[src/verilog/lsu_pkg.sv]
// shared definitions for the load/store path
// opcode enum, bus widths, memory size, request FIFO depth

package lsu_pkg;

  ////////////////////////////////////////////////////////////////////////////
  // opcodes
  ////////////////////////////////////////////////////////////////////////////

  // RISC-V style loads and stores
  typedef enum logic [2:0] {
    OP_LB  = 3'd0,  // load byte, sign extended
    OP_LH  = 3'd1,  // load half, sign extended
    OP_LW  = 3'd2,  // load word
    OP_LBU = 3'd3,  // load byte, zero extended
    OP_LHU = 3'd4,  // load half, zero extended
    OP_SB  = 3'd5,  // store byte
    OP_SH  = 3'd6,  // store half
    OP_SW  = 3'd7   // store word
  } op_e;

  ////////////////////////////////////////////////////////////////////////////
  // widths and sizes
  ////////////////////////////////////////////////////////////////////////////

  localparam int unsigned DATA_W    = 32;                // data bus
  localparam int unsigned SEL_W     = DATA_W / 8;        // byte lanes
  localparam int unsigned MEM_BYTES = 1024;              // 1kB data memory
  localparam int unsigned ADDR_W    = $clog2(MEM_BYTES); // byte address
  localparam int unsigned WORD_AW   = ADDR_W - 2;        // word address

  // request buffer
  localparam int unsigned FIFO_DEPTH = 4;
  localparam int unsigned FIFO_AW    = $clog2(FIFO_DEPTH);

endpackage : lsu_pkg

[src/verilog/lsu_req.sv]
// request formatter, command to byte-select bus request
// opcode decode, lane select, store data replication, output register

module lsu_req import lsu_pkg::*; (
  input  logic               clk,
  input  logic               arst_n,
  // command side
  input  logic               cmd_valid,
  output logic               cmd_ready,
  input  op_e                cmd_op,
  input  logic [ADDR_W-1:0]  cmd_addr,
  input  logic [DATA_W-1:0]  cmd_wdata,
  // request bus
  output logic               rq_valid,
  input  logic               rq_ready,
  output logic               rq_wen,
  output logic [SEL_W-1:0]   rq_sel,
  output logic [WORD_AW-1:0] rq_word,
  output logic [DATA_W-1:0]  rq_wdata,
  output op_e                rq_op,
  output logic [1:0]         rq_off
);

  ////////////////////////////////////////////////////////////////////////////
  // decode
  ////////////////////////////////////////////////////////////////////////////

  logic              n_wen;    // store
  logic              is_half;  // 2 byte access
  logic              is_word;  // 4 byte access
  logic [1:0]        off_al;   // offset aligned down to size
  logic [SEL_W-1:0]  n_sel;
  logic [DATA_W-1:0] n_wdata;

  always_comb begin
    n_wen   = 1'b0;
    is_half = 1'b0;
    is_word = 1'b0;
    case (cmd_op)
      OP_SB: n_wen = 1'b1;
      OP_SH: begin
        n_wen   = 1'b1;
        is_half = 1'b1;
      end
      OP_SW: begin
        n_wen   = 1'b1;
        is_word = 1'b1;
      end
      OP_LH, OP_LHU: is_half = 1'b1;
      OP_LW:         is_word = 1'b1;
      default: ;  // byte loads keep the defaults
    endcase
  end

  // misaligned low bits are dropped, no trap
  assign off_al = is_word ? 2'b00 : (is_half ? {cmd_addr[1], 1'b0} : cmd_addr[1:0]);

  assign n_sel = is_word ? '1
               : is_half ? SEL_W'(3) << off_al
               :           SEL_W'(1) << off_al;

  // low bytes repeated across lanes, sel picks the live ones
  assign n_wdata = is_word ? cmd_wdata
                 : is_half ? {2{cmd_wdata[15:0]}}
                 :           {4{cmd_wdata[7:0]}};

  ////////////////////////////////////////////////////////////////////////////
  // output register
  ////////////////////////////////////////////////////////////////////////////

  assign cmd_ready = !rq_valid || rq_ready;  // empty or draining

  always_ff @(posedge clk or negedge arst_n) begin
    if (!arst_n) begin
      rq_valid <= 1'b0;
    end else if (cmd_ready) begin
      rq_valid <= cmd_valid;
    end
  end

  always_ff @(posedge clk) begin
    if (cmd_valid && cmd_ready) begin
      rq_wen   <= n_wen;
      rq_sel   <= n_sel;
      rq_word  <= cmd_addr[ADDR_W-1:2];  // drop byte offset
      rq_wdata <= n_wdata;
      rq_op    <= cmd_op;
      rq_off   <= off_al;                // for the load aligner
    end
  end

endmodule : lsu_req

[config.mk]
export PLATFORM = sky130hd
export DESIGN_NAME = lsu_req
export DESIGN_NICKNAME = d
export VERILOG_FILES = /design/src/verilog/lsu_pkg.sv /design/src/verilog/lsu_req.sv
export SDC_FILE = /design/constraint.sdc
export NUM_CORES = 1
export LEC_CHECK = 0
export ABC_AREA = 1
export BUFFER_PORTS_ARGS = -buffer_cell sky130_fd_sc_hd__clkbuf_2
export CORE_MARGIN = 2
export CORE_UTILIZATION = 41
export CTS_CLUSTER_SIZE = 8
export DETAILED_ROUTE_END_ITERATION = 10
export PLACE_DENSITY = 0.75
export SYNTH_ARGS = -nofsm -noshare
export SYNTH_HDL_FRONTEND = slang
export SYNTH_SLANG_ARGS = --single-unit
export TNS_END_PERCENT = 1
[constraint.sdc]
create_clock -name clk -period 3.47 [get_ports clk]
set_input_delay 0.347 -clock clk [delete_from_list [all_inputs] [get_ports clk]]
set_output_delay 0.347 -clock clk [all_outputs]
set_load 0.05 [all_outputs]
==> reports/qor.csv <==
stage;metric;value;unit
global_routing;grt_pass1_vias;1451;
layout;n_antenna_cell;0;
cts;clk_path_buf_depth;2;
routing;drt-total-wl;4399;um
sta;fin_crit_sh;55.13;%
synthesis;yosys-top-cells-count;nand2_1, edfxtp_1, inv_1;
synthesis;synth-adder-area-share;0;%
cts;cts_root_buf;clkbuf_8;
cts;htreeDepth;2;
sta;timing.final.ws_setup;1.557;ns
routing;viasPerCell;4.399;
critical_path;cp-start-kind;flop;
layout;syn2layout_area_growth;30.18;%
synthesis;synthFlopType;edfxtp_1;
placement;place_ws;1.487;ns
sta;finalMaxSlewViolations;0;
layout;drive_gt1_share;44.48;%
pwr;p_per_area;492.0;nW/um^2
synthesis;ys_async_sr_fraction;1.961;%
layout;nNetsFinal;329;
cts;ctsHoldBuffers;1;
floorplan;ios;101;
synthesis;synthXorXnorAreaFrac;0;%
layout;fillCellCount;482;
cts;cts_made_buffers;5;
global_routing;antenna_found_initial;0;
critical_path;crit_fanout;26;
synthesis;synth_compound_area_share;3.158;%
synthesis;synthMostInstantiatedCell;nand2_1;
synthesis;synth_edf_count;50;
critical_path;r2r_end;rq_wdata[5]$_DFFE_PP_;
sta;finClkSkew;0.007542;ns
hold_path;worstHoldPathCells;1;
layout;multi_input_area;467.9;um^2
hold_path;min_from;cmd_addr[9];
synthesis;ys_top_cells_by_area;edfxtp_1, nand2_1, inv_1;
placement;portBuffers;100;
synthesis;ys_ff_latch;51;
synthesis;yosys.area_share.simple;18.19;%
critical_path;crit_required;3.44;ns
synthesis;synth_area_per_cell;12.23;um^2
cts;clk_pin_slew;0.09;ns
critical_path;worst_setup_path_end_kind;flop;
floorplan;start_util;42.16;%
synthesis;synthMuxAreaShare;0;%
pwr;ir_worst_vdd;0.2336;mV
run;max_cap_viol_count;0;
critical_path;r2r_setup_slack;1.56;ns
routing;drc;0;
floorplan;rows;26;
routing;ant_nets;0;
critical_path;critPathKind;flop to flop;
sta;period_minus_slack;1.913;ns
pwr;leakage;0.001351;uW
global_routing;grt_pass1_wl;6969;um
global_routing;track_usage;15.28;%
layout;register_area;1526;um^2
global_routing;grt_max_degree;33;
sta;fin_setup_tns;0;ns
cts;cts_tree;done;
synthesis;yosysTopAreaCell;edfxtp_1;
cts;clock_latency;0.29;ns
synthesis;synthesis.area;2140;um^2
sta;worst_pin_slew;0.8666;ns
sta;rsz0062_at_grt;false;
outcome;status;completed;
sta;relSlewSlack;42.10;%
global_routing;overflow;0;
placement;dp.cells;342;
routing;wl_per_cell;12.53;um
critical_path;worstRegToRegCells;2;
floorplan;die_w;76.24;um
hold_path;hp-class;input port to flop;
cts;cts_resized;0;
sta;fmax;0.5228;GHz
synthesis;synth_cells;175;
floorplan;die_h;76.24;um
critical_path;timing.rr.start;rq_valid$_DFFE_PN0N_;
sta;finalSetupViolCount;0;
cts;post_cts_buffers;0;
critical_path;cp_data_arrival_time;1.88;ns
synthesis;ys_seq_area_share;71.35;%
synthesis;yosysWarnings;0;
synthesis;synth_fp_nets;224;
routing;drtIter0Drc;76;
cts;cts.sinks;51;
synthesis;synth_cell_type_count;17;
floorplan;core_area;5075;um^2
placement;dpl.hpwl;3259;um
sta;hold_violations;0;
routing;drt_pass1_iterations;4;
synthesis;synth_top_area_share;70.18;%
layout;final_cells;351;
placement;globalplace.congestion;0.6797;
synthesis;synth_top_family_by_area;simple AND/OR/NAND/NOR gates;
hold_path;holdPathEnd;rq_word[7]$_DFFE_PP_;
floorplan;die_area;5813;um^2
sta;hold_ws;0.2254;ns
routing;vias;1544;
==> critical path, cell delays in order (launching register included) <==
cell,delay (ns)
dfrtp_1,0.43
a21oi_4,0.71
buf_4,0.44
==> through the flow <==
stage | utilization [%] | power, uW | cell area, um^2
6_report | 54.88 | 1370 | 2785
5_1_grt | 54.88 | 1429 | 2785
4_1_cts | 54.88 | 1384 | 2785
3_5_place_dp | 53.08 | 1070 | 2694
3_3_place_gp | 53.08 | 1062 | 2694
2_1_floorplan | - | 986.3 | 2143
==> state kept, by name, indices dropped and copies added (netlist names) <==
name      count
rq_wdata     32
rq_word       8
rq_sel        4
rq_op         3
rq_off        2
rq_valid      1
rq_wen        1
==> how the worst max path moves through the flow <==
stage / cells past startpoint / startpoint / end / slack, ns
6_report: 2 / rq_valid$_DFFE_PN0N_ / rq_wdata[5]$_DFFE_PP_ / 1.56
5_1_grt: 2 / rq_valid$_DFFE_PN0N_ / rq_wdata[14]$_DFFE_PP_ / 1.44
4_1_cts: 2 / rq_valid$_DFFE_PN0N_ / rq_word[1]$_DFFE_PP_ / 1.52
3_5_place_dp: 4 / rq_ready / rq_word[1]$_DFFE_PP_ / 1.49
3_3_place_gp: 4 / rq_ready / rq_word[2]$_DFFE_PP_ / 1.53
2_1_floorplan: 1 / rq_valid$_DFFE_PN0N_ / rq_off[0]$_DFFE_PP_ / 1.00
==> power by group <==
| group | internal (uW) | total, uW | switching (uW) |
|---|---|---|---|
| registers | 731 | 743 | 11.6 |
| logic | 72.0 | 310 | 238 |
| clock network | 142 | 317 | 176 |
==> logic make-up after synthesis <==
group	Yosys count
flops	51
simple gates	84
buf+inv	31
compound gates	9
==> cell usage in the layout, fill, tap and decap left out, drive strengths merged <==
cell type and count:
edfxtp 50, inv 27, nand3 19, dfrtp 1, a21oi 1, nand3b 1
dlygate4sd3 1, clkinv 1, buf 1, clkbuf 107, o21ai 8, nand2 64
==> layer usage <==
| metal | global-route usage (%) | share of wire [%] |
|---|---|---|
| met5 | 0 | 0 |
| met3 | 3.555 | 5.9 |
| met4 | 4.182 | 0.61 |
| met1 | 19.97 | 42 |
| met2 | 25.66 | 51 |
==> area by class of cell <==
cell class	count	share of cell area (%)
Sequential cell	51	54.81
Clock buffer	7	2.740
Multi-Input combinational cell	93	16.80
Clock inverter	1	0.1797
Timing Repair Buffer	102	18.60
Inverter	27	3.729
Tap cell	70	3.145
Power figures use the tool's default switching activity.
