## config.mk

```make
export PLATFORM = sky130hd
export DESIGN_NAME = req_fifo
export DESIGN_NICKNAME = d
export VERILOG_FILES = /design/src/verilog/lsu_pkg.sv /design/src/verilog/req_fifo.sv
export SDC_FILE = /design/constraint.sdc
export NUM_CORES = 1
export LEC_CHECK = 0
export BUFFER_PORTS_ARGS = -buffer_cell sky130_fd_sc_hd__buf_2
export CAP_MARGIN = 20
export CELL_PAD_IN_SITES_DETAIL_PLACEMENT = 0
export CELL_PAD_IN_SITES_GLOBAL_PLACEMENT = 1
export CORE_MARGIN = 8
export CORE_UTILIZATION = 30
export CTS_CLUSTER_DIAMETER = 200
export CTS_CLUSTER_SIZE = 14
export DETAILED_ROUTE_END_ITERATION = 16
export GPL_TIMING_DRIVEN = 0
export HOLD_SLACK_MARGIN = 0.02
export PLACE_DENSITY_LB_ADDON = 0.08
export SLEW_MARGIN = 20
export SYNTH_ARGS = -nofsm -noshare
export SYNTH_HDL_FRONTEND = slang
export SYNTH_SLANG_ARGS = --single-unit
export TNS_END_PERCENT = 1
```

## constraint.sdc

```tcl
create_clock -name clk -period 3.3 [get_ports clk]
set_clock_uncertainty 0.2 [all_clocks]
set_input_delay 0.66 -clock clk [delete_from_list [all_inputs] [get_ports clk]]
set_output_delay 0.66 -clock clk [all_outputs]
set_load 0.02 [all_outputs]
```

## src/verilog/lsu_pkg.sv

```systemverilog
// shared definitions for the load/store path
// opcode enum, bus widths, memory size, request FIFO depth

package lsu_pkg;

  ////////////////////////////////////////////////////////////////////////////
  // opcodes
  ////////////////////////////////////////////////////////////////////////////

  // RISC-V style loads and stores
  typedef enum logic [2:0] {
    OP_LB  = 3'd0,  // load byte, sign extended
    OP_LH  = 3'd1,  // load half, sign extended
    OP_LW  = 3'd2,  // load word
    OP_LBU = 3'd3,  // load byte, zero extended
    OP_LHU = 3'd4,  // load half, zero extended
    OP_SB  = 3'd5,  // store byte
    OP_SH  = 3'd6,  // store half
    OP_SW  = 3'd7   // store word
  } op_e;

  ////////////////////////////////////////////////////////////////////////////
  // widths and sizes
  ////////////////////////////////////////////////////////////////////////////

  localparam int unsigned DATA_W    = 32;                // data bus
  localparam int unsigned SEL_W     = DATA_W / 8;        // byte lanes
  localparam int unsigned MEM_BYTES = 1024;              // 1kB data memory
  localparam int unsigned ADDR_W    = $clog2(MEM_BYTES); // byte address
  localparam int unsigned WORD_AW   = ADDR_W - 2;        // word address

  // request buffer
  localparam int unsigned FIFO_DEPTH = 4;
  localparam int unsigned FIFO_AW    = $clog2(FIFO_DEPTH);

endpackage : lsu_pkg

```

## src/verilog/req_fifo.sv

```systemverilog
// request FIFO between formatter and memory
// circular buffer, pointers and occupancy count

module req_fifo import lsu_pkg::*; (
  input  logic               clk,
  input  logic               arst_n,
  // write side
  input  logic               rq_valid,
  output logic               rq_ready,
  input  logic               rq_wen,
  input  logic [SEL_W-1:0]   rq_sel,
  input  logic [WORD_AW-1:0] rq_word,
  input  logic [DATA_W-1:0]  rq_wdata,
  input  op_e                rq_op,
  input  logic [1:0]         rq_off,
  // head of queue
  output logic               hd_valid,
  input  logic               hd_ready,
  output logic               hd_wen,
  output logic [SEL_W-1:0]   hd_sel,
  output logic [WORD_AW-1:0] hd_word,
  output logic [DATA_W-1:0]  hd_wdata,
  output op_e                hd_op,
  output logic [1:0]         hd_off
);

  // entry storage, one array per field
  logic               e_wen   [FIFO_DEPTH];
  logic [SEL_W-1:0]   e_sel   [FIFO_DEPTH];
  logic [WORD_AW-1:0] e_word  [FIFO_DEPTH];
  logic [DATA_W-1:0]  e_wdata [FIFO_DEPTH];
  op_e                e_op    [FIFO_DEPTH];
  logic [1:0]         e_off   [FIFO_DEPTH];

  logic [FIFO_AW-1:0] wr_ptr, rd_ptr;  // wrap at depth
  logic [FIFO_AW:0]   count;           // 0..FIFO_DEPTH
  logic               full, push, pop;

  assign full     = (count == (FIFO_AW+1)'(FIFO_DEPTH));
  assign hd_valid = (count != '0);
  assign rq_ready = !full || hd_ready;  // full queue still takes one on pop
  assign push     = rq_valid && rq_ready;
  assign pop      = hd_valid && hd_ready;

  always_ff @(posedge clk or negedge arst_n) begin
    if (!arst_n) begin
      wr_ptr <= '0;
      rd_ptr <= '0;
      count  <= '0;
    end else begin
      if (push) wr_ptr <= wr_ptr + 1'b1;
      if (pop)  rd_ptr <= rd_ptr + 1'b1;
      count <= count + (FIFO_AW+1)'(push) - (FIFO_AW+1)'(pop);
    end
  end

  always_ff @(posedge clk) begin
    if (push) begin
      e_wen[wr_ptr]   <= rq_wen;
      e_sel[wr_ptr]   <= rq_sel;
      e_word[wr_ptr]  <= rq_word;
      e_wdata[wr_ptr] <= rq_wdata;
      e_op[wr_ptr]    <= rq_op;
      e_off[wr_ptr]   <= rq_off;
    end
  end

  // head read straight from storage
  assign hd_wen   = e_wen[rd_ptr];
  assign hd_sel   = e_sel[rd_ptr];
  assign hd_word  = e_word[rd_ptr];
  assign hd_wdata = e_wdata[rd_ptr];
  assign hd_op    = e_op[rd_ptr];
  assign hd_off   = e_off[rd_ptr];

endmodule : req_fifo
```

==> results.py, run 1 <==
metrics = {
    "sta": {
        "maxSlewViolCount": 0,
        "worstMarginPinSlew_ns": 0.443,
        "fmax_mhz": 330,
        "period_needed_ns": 3.03,
        "max_slew_margin_pct": 70.5,
        "finalSetupTns_ns": 0,
        "hold_viol_final": 0,
        "min_period_over_period_pct": 91.8,
        "rsz0062_at_grt": "no",
        "setup_viol": 0,
    },
    "clock_network": {
        "clk_pin_slew_ns": 0.06,
        "cts.sinks": 207,
        "htreeDepth": 1,
        "cts.path.max_buffers": 3,
        "cts_buffers": 18,
        "tritoncts": "built",
        "clock-root-buffer": "clkbuf_16",
        "clock_latency_ns": 0.47,
    },
    "setup_path": {
        "cp_num_buf_inv": 3,
        "slowest_delay_ns": 0.58,
        "startpoint_type": "flop",
        "crit_path_max_fanout": 10,
        "worstSetupPathType": "reg -> out",
        "worstPathCellList": "buf_2 > buf_2 > mux4_2 > buf_2",
        "end_kind": "output port",
        "crit_family": "buffers and inverters",
        "cpMostUsedCell": "buf_2",
        "critPathArrivalTime_ns": 2.17,
        "slowest_stage": "mux4_2",
        "crit_required_ns": 2.44,
    },
    "placed_design": {
        "gp_congestion": 0.635,
        "port_buffers": 105,
        "dp_hpwl_um": 9730,
    },
    "layout": {
        "antenna_cells": 0,
        "syn_to_final_growth_pct": 20.8,
        "multi_input_area_sq_mm": 0.00137,
        "regArea_sq_mm": 0.00618,
        "fin_nets": 490,
        "fin_util_pct": 36.7,
        "fill_cells": 2334,
        "drive_gt1_share_pct": 45.4,
    },
    "grt": {
        "antenna_found_initial": 3,
        "grt_pass1_wl_um": 23700,
        "grt_usage_pct": 10.2,
        "grt_max_degree": 37,
        "grt_pass1_vias": 3941,
        "grt-ovfl-total": 0,
    },
    "pwr": {
        "power.total_uw": 8330,
        "p_leak_uw": 0.00312,
        "ir_drop_mv": 0.388,
        "cellPowerDensity_mw_per_mm2": 906,
    },
    "logic_synthesis": {
        "synth_cells": 299,
        "synth-simple-area-share_pct": 0.854,
        "synth-edff-count": 200,
        "synthAdderAreaFrac_pct": 1.25,
        "synth_seq_cells": 207,
        "ys_seq_area_share_pct": 81.1,
        "netlist_area_sq_mm": 0.00762,
        "yosysTopAreaCellShare_pct": 78.8,
        "synthMuxAreaShare_pct": 14.8,
        "ys_warn_count": 0,
        "synth.area.top_cells": "edfxtp_1, mux4_2, dfrtp_1",
        "synth_compound_area_share_pct": 0.246,
        "synth_top_family_by_area": "multiplexers",
        "synthArstFlopShare_pct": 3.38,
        "syn_area_per_cell_sq_um": 25.5,
        "synth_nets": 360,
        "synth_most_common_cell": "edfxtp_1",
        "synth_common_cells": "edfxtp_1, mux4_2, buf_2, dfrtp_1",
        "synth_flop_cell": "edfxtp_1",
        "synth_cell_types": 20,
        "synth-xor-area-share_pct": 0.673,
        "yosysTopAreaCell": "edfxtp_1",
    },
    "routing": {
        "drtIter0Drc": 128,
        "ant_nets": 0,
        "wire_per_inst_um": 20.3,
        "vias": 3469,
        "wl_um": 15700,
        "drc_errors": 0,
        "first_pass_iters": 4,
        "viasPerCell": 4.50,
    },
    "die": {
        "io_pins": 106,
        "die_height_um": 175,
        "core_area_sq_mm": 0.0250,
        "start_util_pct": 30.4,
        "std_cell_rows": 58,
        "fp.dieArea_sq_mm": 0.0308,
        "die-width_um": 175,
    },
    "flow_run": {
        "cap_violations": 0,
    },
    "min_path": {
        "min_path_type": "in -> reg",
    },
    "outcome": {
        "status": "finished clean",
    },
}
power by group:
group	total [uW]	switching, uW	internal, uW
logic	2830	1690	1130
clock network	1940	865	1070
registers	3570	114	3450
total	8330	2670	5660
cell usage in the layout, fill, tap and decap left out:
master,Yosys,layout
xor2_1,1,1
nand2_1,1,1
and2_4,1,1
o21ai_2,1,1
clkbuf_1,5,13
clkbuf_16,0,19
mux4_2,50,50
buf_16,0,1
and3_4,0,4
edfxtp_1,200,200
o31a_2,1,1
xnor2_2,1,1
clkbuf_2,1,5
dfrtp_1,7,7
nand3_1,1,1
dlygate4sd3_1,0,1
or3_2,1,1
ha_1,6,6
buf_12,0,3
or4b_1,1,1
xnor2_1,3,3
fa_1,1,1
buf_2,7,112
clkinv_2,0,1
inv_1,6,6
worst paths after layout:
| check | startpoint | endpoint | slack (ns) | cells after the start |
|---|---|---|---|---|
| max | rd_ptr[0] | hd_wdata[18] | 0.27 | 4 |
| min | rq_word[6] | e_word[1][6] | 0.19 | 1 |
| max reg2reg | count[1] | count[2] | 0.48 | 11 |
| min reg2reg | count[2] | count[2] | 0.32 | 1 |
| max in group asynchronous | arst_n | count[0] | 2.40 | 2 |
| min in group asynchronous | arst_n | rd_ptr[1] | 0.34 | 2 |
area by class of cell:
type	instances	area share (%)
plain buffers	13	0.694
clock buffers	31	5.66
clock inverters	1	0.0544
inverters	6	0.245
multi-input cells	73	14.9
flip-flops and latches	207	67.2
well taps	330	4.49
repair buffers	110	6.77
layer usage:
| layer | global-route usage, % | vias to the layer above | share of wire (%) |
|---|---|---|---|
| li1 | - | 1527 | - |
| met5 | 0 | - | 0.27 |
| met1 | 12.0 | 1817 | 41 |
| met4 | 2.58 | 6 | 2.0 |
| met2 | 17.7 | 89 | 50 |
| met3 | 3.22 | 30 | 6.2 |
logic make-up after synthesis:
logic type                 after synthesis
and+or+nand+nor                          9
DFF                                    207
muxes                                   50
adders and majority gates                7
buffers and inverters                   19
xor gates and xnor gates                 5
AOI/OAI and AO/OA                        2
through the flow:
stage / instances / area, sq um / hold WS (ns) / setup slack, ns
after CTS: 771 / 9200 / 0.172 / 0.0237
after global routing: 771 / 9200 / 0.174 / 0.0696
after detailed placement: 738 / 8660 / 0.307 / 0.188
after global placement: 734 / 8560 / 0.291 / 0.215
final: 771 / 9200 / 0.195 / 0.269
after floorplan: 299 / 7620 / 0.164 / 0.372
sequential cells by signal, summed over array words and instances (netlist names):
signal	cells
e_off	8
e_wdata	128
e_sel	16
e_op	12
e_word	32
count	3
e_wen	4
rd_ptr	2
wr_ptr	2
repair_timing:
item | 4_1_cts | 5_1_grt
setup buffers | 0 | 0
hold endpoints to repair | 7 | 0
hold buffers | 1 | 0
resized for setup | 3 | 2
endpoints found under the setup margin | 11 | 10
worst register-to-register path, delay by kind of cell (launching register included):
family                   cells  cell delay (ns)
XOR/XNOR                     2             0.28
flip-flops                   1             0.45
adder cells (fa/ha/maj)      3             0.73
buffers and inverters        4             0.32
AND/OR/NAND/NOR              2             0.73
No activity file was read; power rests on OpenSTA's default activity.
==> run 2: changes to the inputs <==
PLACE_DENSITY_LB_ADDON = 0.1   (was 0.08)
==> run 2 against run 1 <==
  * Clock power about the same
  * Via count grew 0.43%
  * Flip-flop and latch count unchanged
  * Worst hold slack worse by 0.0087 ns
  * Count of clock-buffer cells in the layout did not move
  * First-iteration DRC count shrank 4.7%
  * Design area about the same
==> results.py, run 2 (synthesis gave the netlist of run 1 again) <==
metrics = {
    "min_path": {
        "hold_start": "rq_word[1]",
        "min_path_type": "in -> reg",
    },
    "setup_path": {
        "end_kind": "output port",
        "crit_path_max_fanout": 10,
        "timing.rr.start": "count[1]",
        "critPathArrivalTime_ns": 2.19,
        "slowest_delay_ns": 0.58,
        "slowest_stage": "mux4_2",
        "worstSetupPathType": "reg -> out",
        "startpoint_type": "flop",
        "worstPathCellList": "buf_2 > buf_2 > mux4_2 > buf_2",
        "crit_start": "rd_ptr[0]",
        "cpMostUsedCell": "buf_2",
        "crit_required_ns": 2.44,
    },
    "sta": {
        "setup_viol": 0,
        "worstMarginPinSlew_ns": 0.467,
        "finalSetupTns_ns": 0,
        "hold_viol_final": 0,
        "hold_ws_ns": 0.186,
        "min_period_over_period_pct": 92.5,
        "period_needed_ns": 3.05,
        "maxSlewViolCount": 0,
        "max_slew_margin_pct": 68.9,
        "fmax_mhz": 328,
        "rsz0062_at_grt": "no",
    },
    "clock_network": {
        "htreeDepth": 1,
        "clk_pin_slew_ns": 0.07,
        "cts.sinks": 207,
        "clock_latency_ns": 0.48,
        "postCtsSetupBuffers": 0,
        "cts_buffers": 18,
        "cts.path.max_buffers": 3,
        "clock-root-buffer": "clkbuf_16",
        "tritoncts": "built",
    },
    "routing": {
        "drc_errors": 0,
        "viasPerCell": 4.52,
        "first_pass_iters": 4,
        "wire_per_inst_um": 20.2,
        "vias": 3484,
        "drtIter0Drc": 122,
        "wl_um": 15600,
        "ant_nets": 0,
    },
    "pwr": {
        "p_switching_uw": 2660,
        "internal-power_uw": 5660,
        "pwr-share-clk_pct": 23.3,
        "cellPowerDensity_mw_per_mm2": 904,
        "switching_share_pct": 32.0,
        "seqPwrFrac_pct": 42.9,
        "combPwrFrac_pct": 33.8,
        "ir_drop_mv": 0.402,
        "p_leak_uw": 0.00312,
    },
    "die": {
        "die-width_um": 175,
        "io_pins": 106,
        "core_area_sq_mm": 0.0250,
        "die_height_um": 175,
        "fp.dieArea_sq_mm": 0.0308,
        "start_util_pct": 30.4,
        "std_cell_rows": 58,
    },
    "grt": {
        "grt_usage_pct": 10.1,
        "grt_pass1_wl_um": 23500,
        "antenna_found_initial": 3,
        "grt_max_degree": 27,
        "grt_pass1_vias": 3957,
        "grt-ovfl-total": 0,
    },
    "layout": {
        "mostFrequentLayoutCells": "edfxtp_1, buf_2, mux4_2",
        "fin_nets": 490,
        "largest_register": "e_wdata",
        "largest_reg_flops": 128,
        "drive_gt1_share_pct": 45.4,
        "reg_top3": "e_wdata (128), e_word (32), e_sel (16)",
        "syn_to_final_growth_pct": 20.7,
        "final_common_cell": "edfxtp_1",
        "antenna_cells": 0,
        "stdcell_area_sq_mm": 0.00919,
    },
    "placed_design": {
        "port_buffers": 105,
        "dpl_cell_area_sq_mm": 0.00865,
        "gp_congestion": 0.643,
        "dp_hpwl_um": 9520,
    },
    "flow_run": {
        "cap_violations": 0,
    },
    "outcome": {
        "status": "finished clean",
    },
}
[run 2: cell counts in the layout (fill, tap and decap cells not counted)]
No cell type changed its count.
[run 2: what timing repair did]
item / CTS / global route
resized for setup: 4 / 0
setup endpoints to repair: 25 / 0
hold endpoints to repair: 7 / 0
hold buffers: 1 / 0
[run 2: area by class of cell]
class	instances	area (sq um)
multi-input cells	73	1370
clock inverters	1	5.00
clock buffers	31	520
inverters	6	22.5
plain buffers	13	63.8
repair buffers	110	616
well taps	330	413
flip-flops and latches	207	6180
fillers	2366	15800
[run 2: per-stage QoR]
| step | setup slack (ns) | std cells | utilization [%] | power (uW) |
|---|---|---|---|---|
| final | 0.248 | 771 | 36.7 | 8310 |
| after CTS | 0.105 | 771 | 36.7 | 8570 |
| after global routing | 0.00914 | 771 | 36.7 | 8820 |
| after global placement | 0.220 | 734 | 34.2 | 6490 |
| after detailed placement | 0.213 | 738 | 34.6 | 6570 |
| after floorplan | 0.372 | 299 | - | 5490 |
[run 2: power by group through the flow]
stage,Sequential (uW),Combinational (uW),Clock (uW)
after floorplan,3600,1900,0
after global placement,3630,2860,0
after detailed placement,3630,2940,0
after CTS,3580,2950,2050
after global routing,3610,3080,2120
final,3570,2810,1940
[run 2: worst paths after layout]
path	endpoint	slack, ns	depth (start not counted)
worst max-delay path	hd_wdata[16]	0.25	4
worst min-delay path	e_word[0][1]	0.19	1
worst max register to register	count[2]	0.49	11
worst min register to register	count[2]	0.31	1
max in group asynchronous	count[1]	2.37	2
min in group asynchronous	count[2]	0.35	2
[run 2: layer usage]
metal	share of wire, %	vias to the layer above	wire length, um	global-route usage (%)
met5	0.23	-	36	0
met4	2.2	6	348	2.86
met3	6.8	30	1060	3.48
met2	50	93	7700	17.3
met1	41	1827	6410	12.0
li1	-	1528	-	-
[run 2: worst max-delay path, delay by kind of cell, from the launching register on]
family                 cells  cell delay (ns)
buffers and inverters      3             0.81
muxes                      1             0.58
DFF                        1             0.32
