`src/verilog/lsu_pkg.sv`:
```
// shared definitions for the load/store path
// opcode enum, bus widths, memory size, request FIFO depth

package lsu_pkg;

  ////////////////////////////////////////////////////////////////////////////
  // opcodes
  ////////////////////////////////////////////////////////////////////////////

  // RISC-V style loads and stores
  typedef enum logic [2:0] {
    OP_LB  = 3'd0,  // load byte, sign extended
    OP_LH  = 3'd1,  // load half, sign extended
    OP_LW  = 3'd2,  // load word
    OP_LBU = 3'd3,  // load byte, zero extended
    OP_LHU = 3'd4,  // load half, zero extended
    OP_SB  = 3'd5,  // store byte
    OP_SH  = 3'd6,  // store half
    OP_SW  = 3'd7   // store word
  } op_e;

  ////////////////////////////////////////////////////////////////////////////
  // widths and sizes
  ////////////////////////////////////////////////////////////////////////////

  localparam int unsigned DATA_W    = 32;                // data bus
  localparam int unsigned SEL_W     = DATA_W / 8;        // byte lanes
  localparam int unsigned MEM_BYTES = 1024;              // 1kB data memory
  localparam int unsigned ADDR_W    = $clog2(MEM_BYTES); // byte address
  localparam int unsigned WORD_AW   = ADDR_W - 2;        // word address

  // request buffer
  localparam int unsigned FIFO_DEPTH = 4;
  localparam int unsigned FIFO_AW    = $clog2(FIFO_DEPTH);

endpackage : lsu_pkg

```
`src/verilog/ld_align.sv`:
```
// load aligner
// byte/half extraction, sign or zero extension, output register

module ld_align import lsu_pkg::*; (
  input  logic              clk,
  input  logic              arst_n,
  // read word from memory
  input  logic              rd_valid,
  output logic              rd_ready,
  input  logic [DATA_W-1:0] rd_data,
  input  op_e               rd_op,
  input  logic [1:0]        rd_off,
  // load response
  output logic              rsp_valid,
  input  logic              rsp_ready,
  output logic [DATA_W-1:0] rsp_data
);

  logic [DATA_W-1:0] shifted;  // addressed lane at bit 0
  logic [DATA_W-1:0] n_data;

  assign shifted = rd_data >> {rd_off, 3'b000};

  always_comb begin
    case (rd_op)
      OP_LB:   n_data = {{(DATA_W-8){shifted[7]}}, shifted[7:0]};
      OP_LH:   n_data = {{(DATA_W-16){shifted[15]}}, shifted[15:0]};
      OP_LBU:  n_data = {{(DATA_W-8){1'b0}}, shifted[7:0]};
      OP_LHU:  n_data = {{(DATA_W-16){1'b0}}, shifted[15:0]};
      default: n_data = rd_data;  // lw, stores never get here
    endcase
  end

  // output stage
  assign rd_ready = !rsp_valid || rsp_ready;

  always_ff @(posedge clk or negedge arst_n) begin
    if (!arst_n) begin
      rsp_valid <= 1'b0;
    end else if (rd_ready) begin
      rsp_valid <= rd_valid;
    end
  end

  always_ff @(posedge clk) begin
    if (rd_valid && rd_ready) rsp_data <= n_data;
  end

endmodule : ld_align

```
`config.mk`:
```
export PLATFORM = sky130hd
export DESIGN_NAME = ld_align
export DESIGN_NICKNAME = d
export VERILOG_FILES = /design/src/verilog/lsu_pkg.sv /design/src/verilog/ld_align.sv
export SDC_FILE = /design/constraint.sdc
export NUM_CORES = 1
export LEC_CHECK = 0
export BUFFER_PORTS_ARGS = -buffer_cell sky130_fd_sc_hd__buf_2
export CAP_MARGIN = 20
export CORE_MARGIN = 2
export CORE_UTILIZATION = 35
export CTS_CLUSTER_SIZE = 30
export DETAILED_ROUTE_END_ITERATION = 7
export GPL_TIMING_DRIVEN = 0
export SLEW_MARGIN = 20
export SYNTH_ARGS = -nofsm -noshare
export SYNTH_HDL_FRONTEND = slang
export SYNTH_SLANG_ARGS = --single-unit
```
`constraint.sdc`:
```
create_clock -name clk -period 2.2 [get_ports clk]
set_clock_uncertainty 0.2 [all_clocks]
set_input_delay 0.22 -clock clk [delete_from_list [all_inputs] [get_ports clk]]
set_output_delay 0.22 -clock clk [all_outputs]
set_load 0.05 [all_outputs]
```
==> results of run 1 <==
cell usage in the layout, fill, tap and decap left out:
| cell type | n |
|---|---|
| and2_4 | 1 |
| nand3b_1 | 3 |
| clkbuf_2 | 2 |
| a2111oi_4 | 1 |
| nand2_1 | 40 |
| buf_4 | 1 |
| a22oi_1 | 12 |
| and2_1 | 1 |
| clkbuf_1 | 3 |
| buf_2 | 75 |
| a22oi_2 | 1 |
| o221ai_1 | 1 |
| a221o_1 | 7 |
| nor3_2 | 1 |
| a21oi_1 | 1 |
| nand4bb_1 | 1 |
| nand2b_1 | 8 |
| and2b_1 | 4 |
| buf_6 | 5 |
| mux2i_1 | 2 |
| nor2b_1 | 12 |
| nor4_4 | 1 |
| a22o_1 | 1 |
| mux2i_2 | 1 |
| nand3_1 | 7 |
| mux2_2 | 6 |
| o211ai_1 | 2 |
| nor4b_4 | 1 |
| and3b_1 | 2 |
| o21ai_0 | 9 |
| mux2_4 | 2 |
| buf_8 | 1 |
| dfrtp_1 | 1 |
| edfxtp_1 | 32 |
| nor2_1 | 2 |
| clkbuf_8 | 7 |
| dlygate4sd3_1 | 2 |
| clkinv_2 | 1 |
| a31oi_1 | 7 |
path summary, 6_finish.rpt:
check | from | endpoint | depth (start not counted)
worst max-delay path | rd_op[2] | rsp_data[23] | 6
worst min register to register | rsp_valid | rsp_valid | 2
worst min-delay path | rd_data[24] | rsp_data[24] | 3
max in group asynchronous | arst_n | rsp_valid | 2
worst max register to register | rsp_valid | rsp_data[17] | 2
min in group asynchronous | arst_n | rsp_valid | 2
power by group through the flow:
stage               combinational (uW)  sequential (uW)  clock, uW
global route                       533              766        532
detailed placement                 494              777          0
finish                             496              763        493
global placement                   491              776          0
floorplan                          194              941          0
CTS                                498              764        503
final cells by class:
| class | instances | share of cell area, % |
|---|---|---|
| Buffer | 16 | 4.62 |
| Clock buffer | 7 | 3.71 |
| Clock inverter | 1 | 0.192 |
| Multi-Input combinational cell | 137 | 35.7 |
| Sequential cell | 33 | 37.9 |
| Tap cell | 72 | 3.46 |
| Timing Repair Buffer | 73 | 14.4 |
worst register-to-register path, cell delays in order (launching register included):
cell,delay [ns]
dfrtp_1,0.37
nand2b_1,0.11
and2_4,0.43
cell families (layout without fill, tap and decap cells):
family	Yosys count	after routing	synth area share (%)
AND/OR/NAND/NOR	84	84	23.0
multiplexers	11	11	6.47
buffers and inverters	16	97	5.91
AO/OA/AOI/OAI	42	42	16.1
flip-flops	33	33	48.6
through the flow:
step / hold slack (ns) / cells
2_1_floorplan: -0.276 / 186
3_3_place_gp: -0.206 / 329
6_report: 0.0228 / 339
5_1_grt: 0.0261 / 339
3_5_place_dp: -0.202 / 329
4_1_cts: 0.0139 / 339
state kept, by name, summed over array words and instances (netlist names):
name       cells
rsp_data      32
rsp_valid      1
what timing repair did:
action / 4_1_cts / 5_1_grt
resized for setup: 0 / 0
hold buffers: 2 / 0
hold endpoints to repair: 2 / 0
per-layer routing:
metal	share of wire [%]	GRT usage, %	up-vias
li1	-	-	848
met1	45	23.6	757
met2	48	26.9	59
met3	6.3	3.60	5
met4	1.4	6.61	0
met5	0	0	-
==> impl_metrics.csv, run 1 <==
group,metric,value,unit
synth,synthDistinctLibCells,35,
global_route,antenna_found_initial,0,
floorplanning,die_h,80.2,um
synth,synth_edf_count,32,
layout,nFillCells,559,
sta,fin_crit,1.73,ns
clock_tree,htree_levels,2,
worst_setup_path,start_kind,"primary input",
clock_tree,clk_path_buf_depth,2,
layout,diodes,0,
worst_setup_path,cp_cell_sequence,"buf_2, clkbuf_1, mux2_4, clkbuf_1, nand2_1, nand2_1",
worst_setup_path,end_kind,"flip-flop",
sta,setup_viol,0,
power_and_ir_drop,comb_power_share,28.3,%
floorplanning,fp.coreArea,0.00554,mm2
power_and_ir_drop,ir_worst_vdd,0.000268,V
worst_setup_path,cp_max_fo,10,
sta,slew_violations,0,
routing,wl_per_cell,15.6,um
power_and_ir_drop,seqPwrFrac,43.5,%
worst_setup_path,r2r_setup_slack,0.74,ns
routing,antenna_left,0,
floorplanning,floorplan.io_pins,75,
synth,synth_area_leaders,"edfxtp_1 (47%), nand2_1 (7.4%), a22oi_1 (4.4%)",
worst_setup_path,required,2.16,ns
layout,area.growth.synth_to_final,28.0,%
synth,ys_seq_area_share,48.6,%
worst_setup_path,worstSetupPathType,"primary input to flip-flop",
routing,drcViolationCount,0,
min_path,worstHoldPathType,"primary input to flip-flop",
worst_setup_path,slowest_stage,"clkbuf_1",
global_route,grt_pass1_wl,8250,um
clock_tree,cts_inserted_buffers,5,
clock_tree,post-cts-setup-buffers,0,
placed_design,hpwl,3840,um
global_route,grt_usage,17.3,%
synth,synth_ff_type,"edfxtp_1",
layout,seq_area,986,um2
sta,setup_tns,0,ns
routing,drt_pass1_iterations,5,
worst_setup_path,arrival,1.69,ns
job,max-cap-violations,0,
layout,final_nets,307,
placed_design,preCtsSetupSlack,0.166,ns
floorplanning,fp-row-count,27,
global_route,grt.overflow.total,0,
routing,drt_iter0_drc,98,
layout,fin_util,46.9,%
clock_tree,cts.clk_slew.worst_paths,0.06,ns
synth,synthTopCellsByCount,"nand2_1 (40), edfxtp_1 (32), a22oi_1 (12), nor2b_1 (12), o21ai_0 (9)",
synth,synth_top_area_cell,"edfxtp_1",
global_route,grt_max_degree,33,
power_and_ir_drop,clkPwrFrac,28.2,%
power_and_ir_drop,switchingPower,559,uW
floorplanning,die_area,0.00643,mm2
sta,hold_viol_final,0,
sta,worst_slack,0.466,ns
power_and_ir_drop,total_power,1750,uW
synth,synth-seq-cells,33,
clock_tree,cts_root_buffer,"clkbuf_8",
placed_design,io_buffers,71,
sta,worst_pin_slew,0.698,ns
worst_setup_path,crit_buf_inv,3,
synth,postSynth.asyncResetShare,3.03,%
sta,post-route-period-util,78.8,%
routing,wl,5290,um
floorplanning,die_x,80.2,um
power_and_ir_drop,leakagePower,0.00112,uW
placed_design,routabilityCongestion,0.747,
routing,via_per_inst,4.92,
synth,synthesis.nets,227,
sta,fmax,577,MHz
layout,multi_input_area,927,um2
sta,rsz0062_at_grt,"no",
run_status,outcome,"finished, final reports clean",
placed_design,place_area,0.00248,mm2
synth,yosysWarnings,0,
synth,syn-cell-area,0.00203,mm2
synth,synthCells,186,
power_and_ir_drop,sw_frac_of_total,31.9,%
clock_tree,clock-sinks,33,
power_and_ir_drop,intPower,1190,uW
layout,stdcell_area,0.00260,mm2
global_route,grt_pass1_vias,1604,
worst_setup_path,crit_family,"buffers and inverters",
power_and_ir_drop,power-per-cell-area,674,mW/mm2
floorplanning,start_util,36.7,%
worst_setup_path,max_stage_delay,0.45,ns
synth,yosysMostFrequentCell,"nand2_1",
clock_tree,insertion_delay,0.28,ns
sta,max-slew-margin-rel,53.2,%
clock_tree,cts_tree,"done",
routing,vias,1669,
synth,syn_area_per_cell,10.9,um2
layout,drive_above_1_share,40.1,%
synth,netlist.area_leader.share,47.3,%
Note: power is estimated with default switching activity, not from simulation.
==> inputs of run 2 (changes only) <==
==> constraint.sdc (replaced) <==
create_clock -name clk -period 1.82 [get_ports clk]
set_clock_uncertainty 0.2 [all_clocks]
set_input_delay 0.182 -clock clk [delete_from_list [all_inputs] [get_ports clk]]
set_output_delay 0.182 -clock clk [all_outputs]
set_load 0.05 [all_outputs]
==> run 2 against run 1 <==
Net effect:
- critical path depth unchanged
- sequential power increased by 21%
- count of clock-buffer cells in the layout unchanged
- highest routed layer unchanged
- design area increased by 5.6%
- via count increased by 7.5%
- routed wire length increased by 7.5%
- cell count increased by 2.7%
- die area unchanged
==> impl_metrics.csv, run 2 (synthesis gave the netlist of run 1 again) <==
group,metric,value,unit
run_status,outcome,"finished, final reports clean",
worst_setup_path,start_kind,"primary input",
worst_setup_path,cp_max_fo,3,
sta,worst_pin_slew,0.851,ns
global_route,grt_pass1_wl,8870,um
global_route,grt.overflow.total,0,
worst_setup_path,crit_cells,6,
placed_design,preCtsSetupSlack,-0.236,ns
global_route,antenna_found_initial,0,
job,max-cap-violations,0,
worst_setup_path,end_kind,"flip-flop",
floorplanning,die_area,0.00643,mm2
worst_setup_path,crit_buf_inv,2,
floorplanning,die_x,80.2,um
layout,regMostFlops,"rsp_data",
routing,drt_iter0_drc,82,
floorplanning,floorplan.io_pins,75,
power_and_ir_drop,ir_worst_vdd,0.000296,V
clock_tree,cts.clk_slew.worst_paths,0.07,ns
floorplanning,start_util,36.7,%
sta,slew_violations,0,
layout,stdcell_area,0.00275,mm2
clock_tree,cts_inserted_buffers,5,
global_route,grt_max_degree,33,
routing,antenna_left,0,
layout,drive_above_1_share,41.7,%
layout,final_cell_mix,"buf_2 (75), nand2_1 (40), edfxtp_1 (32)",
global_route,grt_pass1_vias,1707,
clock_tree,insertion_delay,0.29,ns
min_path,hold_start,"rd_data[8]",
layout,nFillCells,546,
sta,hold_viol_final,0,
placed_design,hpwl,3910,um
worst_setup_path,crit_family,"buffers and inverters",
routing,wl,5690,um
clock_tree,cts_root_buffer,"clkbuf_8",
layout,seq_area,986,um2
placed_design,io_buffers,71,
sta,fmax,566,MHz
worst_setup_path,ff2ff_path_depth,2,
worst_setup_path,arrival,1.61,ns
routing,vias,1794,
layout,multi_input_area,982,um2
sta,setup_tns,0,ns
routing,wl_per_cell,16.3,um
sta,post-route-period-util,97.2,%
worst_setup_path,worstSetupPathType,"primary input to flip-flop",
worst_setup_path,slowest_stage,"dlygate4sd3_1",
worst_setup_path,r2r-end,"rsp_data[10]",
power_and_ir_drop,power-per-cell-area,789,mW/mm2
sta,fin_crit,1.77,ns
clock_tree,clock-sinks,33,
power_and_ir_drop,total_power,2170,uW
floorplanning,fp-row-count,27,
layout,final_common_cell,"buf_2",
floorplanning,fp.coreArea,0.00554,mm2
min_path,hold_depth,2,
layout,area.growth.synth_to_final,35.2,%
clock_tree,clk_path_buf_depth,2,
clock_tree,htree_levels,2,
floorplanning,die_h,80.2,um
placed_design,place_area,0.00249,mm2
power_and_ir_drop,leakagePower,0.00119,uW
routing,via_per_inst,5.16,
worst_setup_path,cp_cell_sequence,"dlygate4sd3_1, buf_2, mux2_2, a22oi_2, nor2b_1, a221o_1",
sta,max-slew-margin-rel,42.9,%
placed_design,routabilityCongestion,0.874,
worst_setup_path,r2r_start,"rsp_valid",
layout,final_nets,316,
min_path,worstHoldPathType,"primary input to flip-flop",
worst_setup_path,required,1.66,ns
clock_tree,post-cts-setup-buffers,0,
layout,reg.largest.list,"rsp_data x32, rsp_valid x1",
global_route,grt_usage,18.4,%
clock_tree,cts_tree,"done",
sta,hold_ws,0.0119,ns
worst_setup_path,max_stage_delay,0.53,ns
routing,drt_pass1_iterations,4,
sta,setup_viol,0,
min_path,holdPathEnd,"rsp_data[8]",
layout,largest_reg_flops,32,
layout,diodes,0,
routing,drcViolationCount,0,
sta,worst_slack,0.0517,ns
worst_setup_path,r2r_setup_slack,0.37,ns
==> run 2: cell count changes in the layout (fill, tap and decap cells not counted), sizes merged <==
cell         change
dlygate4sd3      +9
==> run 2: how the worst max path moves through the flow <==
stage | slack (ns) | start | endpoint
2_1_floorplan | 0.07 | rsp_valid | rsp_data[0]
3_3_place_gp | -0.25 | rd_op[2] | rsp_data[23]
3_5_place_dp | -0.24 | rd_op[2] | rsp_data[23]
4_1_cts | 0.03 | rd_data[27] | rsp_data[11]
5_1_grt | -0.0005 | rd_data[30] | rsp_data[14]
6_report | 0.05 | rd_data[30] | rsp_data[14]
==> run 2: where the power goes <==
part           total [uW]  internal (uW)  switching [uW]
combinational         635            212             423
clock                 609            342             267
sequential            923            911            12.0
==> run 2: final cells by class <==
type / count / share of cell area (%)
buffer: 16 / 4.42
multi-input combinational: 137 / 35.8
timing repair buffer: 82 / 16.9
clock inverter: 1 / 0.182
clock buffer: 7 / 3.51
sequential: 33 / 35.9
tap: 72 / 3.28
==> run 2: per-stage QoR <==
stage               cells  utilization (%)
finish                348             49.6
global route          348             49.6
CTS                   348             48.7
detailed placement    329             44.9
global placement      329             44.9
floorplan             186                -
==> run 2: what timing repair did <==
item,CTS,global route
setup endpoints to repair,0,7
hold buffers,11,0
gates resized for setup,0,12
hold endpoints to repair,9,0
==> run 2: metal layers <==
layer	routed length, um	GRT usage (%)	up-vias	share of wire (%)
li1	-	-	870	-
met1	2550	25.4	853	45
met2	2720	28.9	61	48
met3	284	2.92	10	5.0
met4	132	6.95	0	2.3
met5	0	0	-	0
==> inputs of run 3 (changes only) <==
--- a/config.mk
+++ b/config.mk
@@ -12,6 +12,7 @@
 export CTS_CLUSTER_SIZE = 30
 export DETAILED_ROUTE_END_ITERATION = 7
 export GPL_TIMING_DRIVEN = 0
+export RECOVER_POWER = 100
 export SLEW_MARGIN = 20
 export SYNTH_ARGS = -nofsm -noshare
 export SYNTH_HDL_FRONTEND = slang
==> run 3 against run 2 <==
Net effect:
- critical path type unchanged
- critical path depth is the same
- critical endpoint unchanged
- worst hold slack lost 0.0044 ns
- count of clock-buffer cells in the layout is the same
- combinational power shrank 3.3%
- flip-flop and latch count is the same
- register-to-register slack is essentially flat
- total power shrank 0.83%
- die area is the same
==> impl_metrics.csv, run 3 (synthesis gave the netlist of run 1 again) <==
group,metric,value,unit
layout,drive_above_1_share,28.3,%
layout,stdcell_area,0.00269,mm2
worst_setup_path,required,1.66,ns
global_route,grt_pass1_vias,1707,
sta,max-slew-margin-rel,45.1,%
power_and_ir_drop,sw_frac_of_total,32.8,%
global_route,grt_usage,18.4,%
sta,setup_viol,0,
power_and_ir_drop,switchingPower,704,uW
worst_setup_path,slowest_stage,"dlygate4sd3_1",
clock_tree,cts_inserted_buffers,5,
routing,drt_pass1_iterations,4,
layout,regMostFlops,"rsp_data",
worst_setup_path,worstSetupPathType,"primary input to flip-flop",
clock_tree,cts_root_buffer,"clkbuf_8",
layout,diodes,0,
layout,reg.largest.list,"rsp_data x32, rsp_valid x1",
floorplanning,floorplan.io_pins,75,
layout,area.growth.synth_to_final,32.5,%
placed_design,hpwl,3910,um
global_route,grt.overflow.total,0,
clock_tree,cts_tree,"done",
power_and_ir_drop,comb_power_share,28.6,%
sta,fin_crit,1.77,ns
floorplanning,die_x,80.2,um
clock_tree,clk_path_buf_depth,2,
floorplanning,start_util,36.7,%
worst_setup_path,start_kind,"primary input",
power_and_ir_drop,seqPwrFrac,43.0,%
layout,final_common_cell,"nand2_1",
global_route,antenna_found_initial,0,
sta,worst_pin_slew,0.819,ns
worst_setup_path,r2r_start,"rsp_valid",
global_route,grt_pass1_wl,8870,um
layout,nFillCells,577,
sta,hold_viol_final,0,
floorplanning,die_area,0.00643,mm2
clock_tree,cts.clk_slew.worst_paths,0.07,ns
floorplanning,fp.coreArea,0.00554,mm2
worst_setup_path,max_stage_delay,0.53,ns
routing,via_per_inst,5.11,
routing,wl,5680,um
worst_setup_path,end_kind,"flip-flop",
layout,final_nets,316,
routing,drt_iter0_drc,65,
layout,fin_cells,348,
sta,slew_violations,0,
routing,wl_per_cell,16.3,um
min_path,worstHoldPathType,"primary input to flip-flop",
clock_tree,insertion_delay,0.29,ns
placed_design,io_buffers,71,
routing,drcViolationCount,0,
layout,largest_reg_flops,32,
worst_setup_path,cp_max_fo,3,
sta,post-route-period-util,97.4,%
power_and_ir_drop,ir_worst_vdd,0.000296,V
power_and_ir_drop,clkPwrFrac,28.4,%
run_status,outcome,"finished, final reports clean",
global_route,grt_max_degree,33,
min_path,hold_start,"rd_data[26]",
worst_setup_path,arrival,1.62,ns
power_and_ir_drop,power-per-cell-area,799,mW/mm2
worst_setup_path,worstSetupStartpoint,"rd_data[30]",
routing,vias,1779,
placed_design,place_area,0.00249,mm2
clock_tree,clock-sinks,33,
placed_design,dp.cells,329,
job,max-cap-violations,0,
power_and_ir_drop,intPower,1440,uW
sta,fmax,564,MHz
floorplanning,fp-row-count,27,
power_and_ir_drop,leakagePower,0.00108,uW
layout,final_cell_mix,"nand2_1 (40), clkbuf_1 (38), buf_2 (37)",
worst_setup_path,r2r_setup_slack,0.36,ns
worst_setup_path,cp-endpoint,"rsp_data[14]",
placed_design,routabilityCongestion,0.874,
floorplanning,die_h,80.2,um
min_path,hold_depth,3,
worst_setup_path,ff2ff_path_depth,2,
worst_setup_path,cp_cell_sequence,"dlygate4sd3_1, buf_2, mux2_2, a22oi_2, nor2b_1, a221o_1",
clock_tree,htree_levels,2,
routing,antenna_left,0,
worst_setup_path,r2r-end,"rsp_data[18]",
==> run 3: critical path: cells and delay by family <==
kind	cells	cell delay [ns]
multiplexers	1	0.29
buffers and inverters	2	0.66
AND/OR/NAND/NOR	1	0.07
AO/OA/AOI/OAI	2	0.42
==> run 3: how the worst min path moves through the flow <==
stage	endpoint	slack (ns)
after CTS	rsp_data[8]	0.007
final	rsp_data[26]	0.008
after floorplan	rsp_valid	-0.31
after global routing	rsp_data[26]	0.002
after global placement	rsp_valid	-0.24
after detailed placement	rsp_valid	-0.24
==> run 3: per-stage QoR <==
step | hold slack, ns | power [uW] | util [%] | setup TNS (ns) | worst slack, ns
floorplan | -0.314 | 1370 | - | 0 | 0.0721
global placement | -0.243 | 1540 | 44.9 | -1.86 | -0.246
detailed placement | -0.241 | 1540 | 44.9 | -2.00 | -0.236
CTS | 0.00681 | 2160 | 48.7 | 0 | 0.0289
global route | 0.00208 | 2250 | 48.6 | -0.000481 | -0.000481
finish | 0.00750 | 2150 | 48.6 | 0 | 0.0475
==> run 3: final cells by class <==
type                    count  area, um2  share of cell area, %
flip-flops and latches     33        986                   36.7
multi-input cells         137        978                   36.4
repair buffers             82        420                   15.6
plain buffers              16        114                   4.23
clock buffers               7       96.3                   3.58
well taps                  72       90.1                   3.35
clock inverters             1       5.00                  0.186
==> run 3: power by group through the flow <==
| stage | combinational, uW | sequential (uW) | clock (uW) |
|---|---|---|---|
| floorplan | 236 | 1140 | 0 |
| CTS | 623 | 923 | 614 |
| global placement | 596 | 939 | 0 |
| detailed placement | 603 | 940 | 0 |
| finish | 614 | 924 | 610 |
| global route | 661 | 929 | 659 |
==> run 3: timing repair <==
item	4_1_cts	5_1_grt
hold buffers	11	0
resized for setup	0	12
endpoints found under the setup margin	0	7
buffers inserted	0	0
endpoints found under the hold margin	9	0
==> run 3: layer usage <==
| layer | vias to the layer above | routed length (um) | track usage (%) |
|---|---|---|---|
| met3 | 11 | 261 | 2.92 |
| met2 | 57 | 2680 | 28.9 |
| met4 | 0 | 124 | 6.95 |
| li1 | 869 | - | - |
| met1 | 842 | 2610 | 25.4 |
| met5 | - | 0 | 0 |
